<file path="config.mk">
export PLATFORM = sky130hd
export DESIGN_NAME = spi_regs_top
export DESIGN_NICKNAME = d
export VERILOG_FILES = /design/src/verilog/spi_pkg.sv /design/src/verilog/spi_frame_if.sv /design/src/verilog/reg_access_if.sv /design/src/verilog/spi_shift_engine.sv /design/src/verilog/spi_cmd_decoder.sv /design/src/verilog/spi_reg_bank.sv /design/src/verilog/spi_regs_top.sv
export VERILOG_INCLUDE_DIRS = /design/src /design/src/verilog
export SDC_FILE = /design/constraint.sdc
export NUM_CORES = 1
export LEC_CHECK = 0
export CAP_MARGIN = 10
export CORE_MARGIN = 4
export CORE_UTILIZATION = 23
export CTS_BUF_LIST = sky130_fd_sc_hd__clkbuf_8 sky130_fd_sc_hd__clkbuf_16
export DETAILED_ROUTE_END_ITERATION = 10
export DONT_BUFFER_PORTS = 1
export PLACE_DENSITY = 0.45
export SYNTH_ARGS = -nofsm -noshare
export SYNTH_HDL_FRONTEND = slang
export SYNTH_SLANG_ARGS = --single-unit
</file>
<file path="constraint.sdc">
create_clock -name clk -period 8.7 [get_ports clk]
set_input_delay 2.61 -clock clk [delete_from_list [all_inputs] [get_ports clk]]
set_output_delay 2.61 -clock clk [all_outputs]
set_load 0.005 [all_outputs]
</file>
<file path="src/verilog/spi_defines.svh">
// Frame and register geometry shared by the RTL and the testbench
// Frame width must stay 32 since the bit counter is 5 bits wide
`ifndef SPI_DEFINES_SVH
`define SPI_DEFINES_SVH

`define SPI_FRAME_W      32 // command byte plus 3 data bytes
`define SPI_DATA_W       24
`define SPI_NUM_REGS     4
`define SPI_SYNC_STAGES  2  // flops before edge detection

`endif

</file>
<file path="src/verilog/spi_pkg.sv">
// Command and status layout of one 32-bit SPI frame, sent LSB first
// Byte 0 is the command or status byte, bytes 1 to 3 carry data
`include "spi_defines.svh"

package spi_pkg;

   typedef enum logic [3:0] {
      OP_NOP   = 4'd0,
      OP_READ  = 4'd1,
      OP_WRITE = 4'd2
   } spi_op_e;

   typedef logic [1:0] reg_addr_t;

   // Received word, opcode in the lowest nibble
   typedef struct packed {
      logic [`SPI_DATA_W-1:0] data;
      logic [1:0]             reserved; // ignored
      reg_addr_t              addr;
      logic [3:0]             opcode;   // raw field, may be illegal
   } spi_cmd_t;

   typedef struct packed {
      logic [3:0] opcode; // echoed
      reg_addr_t  addr;   // echoed
      logic       error;  // illegal opcode
      logic       valid;  // reply of a completed frame
   } spi_status_t;

endpackage

</file>
<file path="src/verilog/spi_frame_if.sv">
// Received frames and reply frames between shift engine and decoder
// Both strobes are single cycle, no back-pressure
`timescale 1ns/1ps
`include "spi_defines.svh"

interface spi_frame_if;

   logic                    rx_valid;
   logic [`SPI_FRAME_W-1:0] rx_frame; // valid with rx_valid
   logic                    tx_load;
   logic [`SPI_FRAME_W-1:0] tx_frame; // valid with tx_load

   modport engine (
      output rx_valid, rx_frame,
      input  tx_load, tx_frame
   );

   modport decoder (
      input  rx_valid, rx_frame,
      output tx_load, tx_frame
   );

endinterface

</file>
<file path="src/verilog/reg_access_if.sv">
// Decoder access to the register bank, rdata is combinational from addr
`timescale 1ns/1ps
`include "spi_defines.svh"

interface reg_access_if import spi_pkg::*; ();

   logic                   we;
   reg_addr_t              addr;
   logic [`SPI_DATA_W-1:0] wdata;
   logic [`SPI_DATA_W-1:0] rdata;

   modport master (output we, addr, wdata, input rdata);

   modport bank (input we, addr, wdata, output rdata);

endinterface

</file>
<file path="src/verilog/spi_shift_engine.sv">
// SPI mode 0 only, SCK half period must be at least 4 clk cycles
// A frame cut short by SS rising is dropped without a strobe
`timescale 1ns/1ps
`include "spi_defines.svh"

module spi_shift_engine (
   input  logic        clk,
   input  logic        reset,
   input  logic        sck,
   input  logic        ss_n,
   input  logic        mosi,
   output logic        miso,
   spi_frame_if.engine frame
);

   localparam int SYNC = `SPI_SYNC_STAGES;
   localparam int FW   = `SPI_FRAME_W;

   logic [SYNC:0]           sck_pipe; // top bit is the edge-detect flop
   logic [SYNC:0]           ss_pipe;
   logic [SYNC-1:0]         mosi_pipe;
   logic                    sck_s;
   logic                    ss_s;
   logic                    mosi_s;
   logic                    sck_rise;
   logic                    sck_fall;
   logic                    ss_rise;
   logic                    ss_fall;
   logic [$clog2(FW)-1:0]   bit_cnt;
   logic                    rx_valid_q;
   logic [FW-1:0]           rx_shift;
   logic [FW-1:0]           tx_shift;
   logic [FW-1:0]           tx_shadow; // last reply from the decoder

   always_ff @(posedge clk) begin
      if (reset) begin
         sck_pipe <= '0;
         ss_pipe  <= '1; // Deselected
      end else begin
         sck_pipe <= {sck_pipe[SYNC-1:0], sck};
         ss_pipe  <= {ss_pipe[SYNC-1:0], ss_n};
      end
   end

   always_ff @(posedge clk) begin
      mosi_pipe <= {mosi_pipe[SYNC-2:0], mosi};
   end

   assign sck_s  = sck_pipe[SYNC-1];
   assign ss_s   = ss_pipe[SYNC-1];
   assign mosi_s = mosi_pipe[SYNC-1]; // same depth as sck_s

   assign sck_rise = sck_s & ~sck_pipe[SYNC];
   assign sck_fall = ~sck_s & sck_pipe[SYNC];
   assign ss_rise  = ss_s & ~ss_pipe[SYNC];
   assign ss_fall  = ~ss_s & ss_pipe[SYNC];

   // Bit count, cleared at both SS edges so a short frame never completes
   always_ff @(posedge clk) begin
      if (reset) begin
         bit_cnt    <= '0;
         rx_valid_q <= 1'b0;
      end else begin
         rx_valid_q <= 1'b0;
         if (ss_rise || ss_fall) begin
            bit_cnt <= '0;
         end else if (sck_rise && !ss_s) begin
            bit_cnt    <= bit_cnt + 1'b1; // wraps after bit 31
            rx_valid_q <= (bit_cnt == FW - 1);
         end
      end
   end

   // LSB first, so bits enter at the top and move down
   always_ff @(posedge clk) begin
      if (sck_rise && !ss_s) begin
         rx_shift <= {mosi_s, rx_shift[FW-1:1]};
      end
   end

   always_ff @(posedge clk) begin
      if (reset) begin
         tx_shadow <= '0;
         tx_shift  <= '0;
      end else begin
         if (frame.tx_load) begin
            tx_shadow <= frame.tx_frame;
         end
         if (ss_fall) begin
            tx_shift <= tx_shadow;
         end else if (sck_fall && !ss_s) begin
            tx_shift <= {1'b0, tx_shift[FW-1:1]};
         end
      end
   end

   assign miso           = tx_shift[0];
   assign frame.rx_valid = rx_valid_q;
   assign frame.rx_frame = rx_shift;

   a_rx_valid_selected: assert property (@(posedge clk) disable iff (reset)
      frame.rx_valid |-> !ss_s);

   // SCK half period of at least 4 clk
   a_sck_half_period: assert property (@(posedge clk) disable iff (reset)
      (sck_rise || sck_fall) |-> !$past(sck_rise || sck_fall)
         && !$past(sck_rise || sck_fall, 2) && !$past(sck_rise || sck_fall, 3));

endmodule

</file>
<file path="src/verilog/spi_cmd_decoder.sv">
// Accepts every frame in one cycle, reply and write 1 clk after rx_valid
// Illegal opcodes are answered with the error bit and write nothing
`timescale 1ns/1ps
`include "spi_defines.svh"

module spi_cmd_decoder import spi_pkg::*; (
   input  logic         clk,
   input  logic         reset,
   spi_frame_if.decoder frame,
   reg_access_if.master regs
);

   spi_cmd_t               cmd_q;
   logic                   pending; // cmd_q holds a fresh frame
   logic                   is_write;
   logic                   is_legal;
   spi_status_t            status;
   logic [`SPI_DATA_W-1:0] reply_data;

   always_ff @(posedge clk) begin
      if (reset) begin
         pending <= 1'b0;
      end else begin
         pending <= frame.rx_valid;
      end
   end

   always_ff @(posedge clk) begin
      if (frame.rx_valid) begin
         cmd_q <= spi_cmd_t'(frame.rx_frame);
      end
   end

   always_comb begin
      is_write = (cmd_q.opcode == OP_WRITE);
      is_legal = (cmd_q.opcode inside {OP_NOP, OP_READ, OP_WRITE});

      status.valid  = 1'b1;
      status.error  = ~is_legal;
      status.addr   = cmd_q.addr;
      status.opcode = cmd_q.opcode;

      // Register only updates at the end of this cycle
      if (is_write) begin
         reply_data = cmd_q.data;
      end else begin
         reply_data = regs.rdata;
      end
   end

   assign regs.addr  = cmd_q.addr;
   assign regs.wdata = cmd_q.data;
   assign regs.we    = pending & is_write;

   assign frame.tx_load  = pending;
   assign frame.tx_frame = {reply_data, status};

endmodule

</file>
<file path="src/verilog/spi_reg_bank.sv">
// Four registers with an SPI and a host write port
// SPI write wins when both ports hit the same address
`timescale 1ns/1ps
`include "spi_defines.svh"

module spi_reg_bank import spi_pkg::*; (
   input  logic                   clk,
   input  logic                   reset,
   reg_access_if.bank             regs,
   input  logic                   host_wr_en,
   input  reg_addr_t              host_wr_addr,
   input  logic [`SPI_DATA_W-1:0] host_wr_data,
   input  reg_addr_t              host_rd_addr,
   output logic [`SPI_DATA_W-1:0] host_rd_data,
   output logic                   spi_wr_strobe,
   output reg_addr_t              spi_wr_addr
);

   logic [`SPI_DATA_W-1:0] regs_q [`SPI_NUM_REGS];

   always_ff @(posedge clk) begin
      if (reset) begin
         regs_q        <= '{default: '0};
         spi_wr_strobe <= 1'b0;
      end else begin
         if (host_wr_en) begin
            regs_q[host_wr_addr] <= host_wr_data;
         end
         if (regs.we) begin
            regs_q[regs.addr] <= regs.wdata; // Last assignment wins
         end
         spi_wr_strobe <= regs.we; // same cycle as the new value
      end
   end

   always_ff @(posedge clk) begin
      if (regs.we) begin
         spi_wr_addr <= regs.addr;
      end
   end

   assign regs.rdata   = regs_q[regs.addr];
   assign host_rd_data = regs_q[host_rd_addr];

   // Notify strobe lines up with the stored SPI data, even under a host collision
   a_spi_write_visible: assert property (@(posedge clk) disable iff (reset)
      regs.we |=> spi_wr_strobe && (regs_q[spi_wr_addr] == $past(regs.wdata)));

endmodule

</file>
<file path="src/verilog/spi_regs_top.sv">
// SPI register peripheral, mode 0 frames of 32 bits sent LSB first
// Host ports are in the clk domain, SPI pins are asynchronous
`timescale 1ns/1ps
`include "spi_defines.svh"

module spi_regs_top import spi_pkg::*; (
   input  logic                   clk,
   input  logic                   reset,
   input  logic                   spi_sck,
   input  logic                   spi_ss_n,
   input  logic                   spi_mosi,
   output logic                   spi_miso,
   input  logic                   host_wr_en,
   input  reg_addr_t              host_wr_addr,
   input  logic [`SPI_DATA_W-1:0] host_wr_data,
   input  reg_addr_t              host_rd_addr,
   output logic [`SPI_DATA_W-1:0] host_rd_data,
   output logic                   spi_wr_strobe,
   output reg_addr_t              spi_wr_addr
);

   spi_frame_if  i_frame ();
   reg_access_if i_regs ();

   spi_shift_engine i_engine (
      .clk   (clk),
      .reset (reset),
      .sck   (spi_sck),
      .ss_n  (spi_ss_n),
      .mosi  (spi_mosi),
      .miso  (spi_miso),
      .frame (i_frame.engine)
   );

   spi_cmd_decoder i_decoder (
      .clk   (clk),
      .reset (reset),
      .frame (i_frame.decoder),
      .regs  (i_regs.master)
   );

   spi_reg_bank i_bank (
      .clk           (clk),
      .reset         (reset),
      .regs          (i_regs.bank),
      .host_wr_en    (host_wr_en),
      .host_wr_addr  (host_wr_addr),
      .host_wr_data  (host_wr_data),
      .host_rd_addr  (host_rd_addr),
      .host_rd_data  (host_rd_data),
      .spi_wr_strobe (spi_wr_strobe),
      .spi_wr_addr   (spi_wr_addr)
   );

endmodule

</file>
==> parameters.txt <==
Parameter                              Value

Global route
  Number of global-route vias before repair ... between 7000 and 8000
  First-pass GRT wire length ... around 52000 um
  Global-route usage over all layers ... between 10 and 15%
  Antenna violations before repair ... 1
  Pin count of the biggest net entering global routing ... ~150
  Overflow left after global routing ... 0

Die
  Core Region ... ~46000 um2
  Initial Util ... roughly a quarter
  Die area ... between 40000 and 50000 um2
  Width of the die ... 223.1 um
  Number of placement rows ... 78
  Num ports ... just over 60
  Vertical extent of the die ... 223.1 um

Timing
  Total negative slack for setup checks ... 0 ps
  Clock period minus final worst setup slack ... just under 6000 ps
  Clock skew ... between 10 and 15 ps
  Final Cycle Share ... roughly two thirds
  Pin slew with the least headroom to its limit ... between 1000 and 1500 ps
  Total of endpoints with negative setup slack in the final report ... 0
  Final Worst Setup Slack ... a little under 3000 ps
  Total count of max-transition violations in the final report ... 0
  Top achievable clock speed ... 172.8 MHz
  Minimum hold slack ... 326.1 ps
  Final Hold Viols ... 0
  Setup repair after global routing missed its margin ... false
  Max-slew headroom ... between 20% and 30%

Worst hold path
  WHS Path Cells ... 0
  Worst hold-check path type ... register to register

Final layout
  Share of cells above drive strength 1 ... between 10 and 15%
  Number of non-filler instances in the completed layout ... around 1600
  Total number of nets in the final design ... approximately 970
  Diodes inserted ... 0
  Most common cell after layout, fill and taps aside ... sky130_fd_sc_hd__nand2_1
  Number of inserted filler cells in the final layout ... ~4800
  Top library cells by usage in the layout, fill and taps aside ... sky130_fd_sc_hd__nand2_1, sky130_fd_sc_hd__dfxtp_1, sky130_fd_sc_hd__nor3_1
  Area growth syn-to-layout ... 13.52%

Route
  Vias/cell ... about 5.1
  Drt wl/cell ... 22.34 um
  DRC errors left ... 0
  Total routed wirelength ... about 35000 um
  Routed vias ... ~8000
  First-pass detailed-route iteration total ... 5
  Drt initial violations ... about 700
  Antenna violation net count after detailed routing ... 0

Setup path
  Highest-delay cell along the critical path ... sky130_fd_sc_hd__mux4_2
  Crit. path cell count ... 1
  Sort of element at the end of the critical path ... output port
  Crit path cell chain ... mux4_2
  Maximum fanout along the worst path ... 24
  Worst setup path class ... primary input to output port
  Number of cells on the worst reg-to-reg path ... 4
  Required time of the worst setup path ... a little over 6000 ps
  Arrival time of the worst setup path ... around 3200 ps
  Kind of start point of the critical path ... primary input
  Category of cells accounting for the largest share of critical-path delay ... multiplexers
  CP bufs+invs ... 0
  Delay of the slowest critical-path stage ... approximately 550 ps

Synth
  Yosys warning count ... 0
  Portion of the post-synthesis area used by sequential elements ... approximately half
  Main combinational cell family by area after synthesis ... simple AND/OR/NAND/NOR gates
  Post-synth cell types ... 38
  Net count after synthesis ... roughly 1000
  Xor/xnor share of the synthesized area ... less than 1%
  Flip-flop and latch count after synthesis ... 240
  Gate Count Post-Synth ... just under 1000
  Mux share of post-synthesis cell area ... between 10 and 15%
  Syn Std Cell Area ... approximately 11000 um2
  Synth Area in Compound Gates ... a little over an eighth
  Synthesized-area fraction occupied by adder cells ... less than 1%
  Area fraction in and, or, nand and nor cells after synthesis ... 16.76%
  Avg Inst Size Synth ... roughly 11 um2

Clocking
  Htree depth ... 1
  Number of buffers created by CTS ... 28
  Clock-pin transition on the worst setup and hold timing paths ... ~50 ps
  Clock tree buffer depth ... 3
  Number of instances resized during post-cts repair ... 0
  Hold Buf Count CTS ... 0
  Clk_lat worst skew ... between 500 and 600 ps
  Library cell used as clock root buffer ... sky130_fd_sc_hd__clkbuf_16
  Clock Sink Count ... 240
  Count of buffers added by post-CTS timing repair for setup ... 0
  TritonCTS clock tree ... built

Placement
  Placed instance count ... between 1500 and 2000
  Number of I/O port buffers ... 0
  Detailed placement HPWL ... just over 20000 um
  Weighted congestion at the end of routability-driven global placement ... about 0.76
  Worst slack at placement ... a little under 3000 ps

Power
  Internal power ... a little under 2 mW
  Clock Power Share ... between 40% and 50%
  Switching power total ... 534.8 uW
  Static Leakage ... roughly 4.0 nW
  Switching share of total power ... between 20% and 30%
  Power Density ... slightly above 200 nW/um2
  Portion of total power attributed to sequential cells ... a little under half
  Power share of the combinational group ... around 3.4%
  Largest voltage drop on the vdd net ... about 0.12 mV
  Post-layout power ... roughly 2.5 mW

Run status
  Run status ... finished clean

Flow run
  Max_cap viols ... 0
cell usage after synthesis:
| cell | n | area [um2] |
|---|---|---|
| sky130_fd_sc_hd__a2111oi_0 | 1 | 8.760 |
| sky130_fd_sc_hd__a211oi_1 | 31 | 232.7 |
| sky130_fd_sc_hd__a21oi_1 | 2 | 10.01 |
| sky130_fd_sc_hd__a221o_1 | 24 | 240.2 |
| sky130_fd_sc_hd__a311oi_1 | 85 | 744.5 |
| sky130_fd_sc_hd__a311oi_2 | 11 | 165.2 |
| sky130_fd_sc_hd__and2_1 | 24 | 150.1 |
| sky130_fd_sc_hd__and3_1 | 2 | 12.51 |
| sky130_fd_sc_hd__and3b_1 | 2 | 17.52 |
| sky130_fd_sc_hd__buf_1 | 2 | 7.510 |
| sky130_fd_sc_hd__buf_2 | 14 | 70.07 |
| sky130_fd_sc_hd__buf_6 | 10 | 112.6 |
| sky130_fd_sc_hd__clkbuf_1 | 72 | 270.3 |
| sky130_fd_sc_hd__dfxtp_1 | 176 | 3523 |
| sky130_fd_sc_hd__edfxtp_1 | 64 | 1922 |
| sky130_fd_sc_hd__ha_1 | 3 | 37.54 |
| sky130_fd_sc_hd__inv_1 | 4 | 15.01 |
| sky130_fd_sc_hd__inv_2 | 1 | 3.750 |
| sky130_fd_sc_hd__mux2i_1 | 39 | 390.4 |
| sky130_fd_sc_hd__mux4_2 | 48 | 1081 |
| sky130_fd_sc_hd__nand2_1 | 193 | 724.4 |
| sky130_fd_sc_hd__nand2b_1 | 1 | 6.260 |
| sky130_fd_sc_hd__nand3_1 | 4 | 20.02 |
| sky130_fd_sc_hd__nand3b_1 | 4 | 30.03 |
| sky130_fd_sc_hd__nor2_1 | 46 | 172.7 |
| sky130_fd_sc_hd__nor2b_1 | 4 | 25.02 |
| sky130_fd_sc_hd__nor3_1 | 98 | 490.5 |
| sky130_fd_sc_hd__nor3_2 | 1 | 10.01 |
| sky130_fd_sc_hd__nor3b_1 | 2 | 15.01 |
| sky130_fd_sc_hd__nor4bb_1 | 1 | 10.01 |
| sky130_fd_sc_hd__o21ai_0 | 1 | 5.000 |
| sky130_fd_sc_hd__or2_1 | 3 | 18.77 |
| sky130_fd_sc_hd__or2_2 | 4 | 25.02 |
| sky130_fd_sc_hd__or3_1 | 1 | 6.260 |
| sky130_fd_sc_hd__or3b_1 | 1 | 8.760 |
| sky130_fd_sc_hd__or3b_2 | 3 | 26.28 |
| sky130_fd_sc_hd__or4b_4 | 1 | 13.76 |
| sky130_fd_sc_hd__xnor2_1 | 2 | 17.52 |
stage by stage:
step | area [um2] | util [%]
6_report | 12080 | 26.50
5_1_grt | 12080 | 26.50
4_1_cts | 12080 | 26.50
3_5_place_dp | 11100 | 24.36
3_3_place_gp | 11100 | 24.36
2_1_floorplan | 10640 | -
cells by family (layout without fill, tap and decap cells):
| family | Yosys count | in the layout |
|---|---|---|
| AOI/OAI and AO/OA | 155 | 155 |
| xor gates and xnor gates | 2 | 2 |
| adders and majority gates | 3 | 3 |
| buffers and inverters | 103 | 75 |
| DFF | 240 | 240 |
| muxes | 87 | 87 |
| and+or+nand+nor | 395 | 395 |
registers in the layout, indices dropped and copies added, names as in the netlist:
signal                    count
i_bank.regs_q                96
i_bank.spi_wr_addr            2
i_bank.spi_wr_strobe          1
i_decoder.frame.tx_frame      4
i_decoder.frame.tx_load       1
i_decoder.regs.addr           2
i_decoder.regs.wdata         24
i_engine.bit_cnt              5
i_engine.frame.rx_frame      32
i_engine.frame.rx_valid       1
i_engine.mosi_pipe            2
i_engine.sck_pipe             3
i_engine.ss_pipe              3
i_engine.tx_shadow           32
i_engine.tx_shift            32
path summary, 6_finish.rpt:
check | to | start | slack, ps
min | i_engine.mosi_pipe[1]$_DFF_P_ | i_engine.mosi_pipe[0]$_DFF_P_ | 330
max reg2reg | i_bank.regs_q[71]$_SDFF_PP0_ | i_decoder.regs.addr[0]$_DFFE_PP_ | 5440
min reg2reg | i_engine.mosi_pipe[1]$_DFF_P_ | i_engine.mosi_pipe[0]$_DFF_P_ | 330
max | host_rd_data[0] | host_rd_addr[0] | 2910
power groups by stage:
stage	clock network (mW)	registers, mW	logic, mW
6_report	1.23	1.18	0.0844
2_1_floorplan	0	1.20	0.0790
3_5_place_dp	0	1.21	0.0849
5_1_grt	1.31	1.19	0.0928
4_1_cts	1.27	1.18	0.0854
3_3_place_gp	0	1.21	0.0839
area by class of cell:
class / count / area, um2 / area share [%]
tap: 600 / 750.7 / 6.215
multi-input combinational: 642 / 4745 / 39.28
clock buffer: 34 / 794.5 / 6.578
inverter: 5 / 18.77 / 0.1554
clock inverter: 17 / 182.7 / 1.512
timing repair buffer: 19 / 142.6 / 1.181
sequential: 240 / 5445 / 45.08
per-layer routing:
metal	GRT usage (%)	routed length, um	up-vias
li1	-	-	3617
met1	17.91	14970	3958
met2	22.01	16250	320
met3	2.671	2303	68
met4	5.190	1262	0
met5	0	0	-
Note: power is estimated with default switching activity, not from simulation.
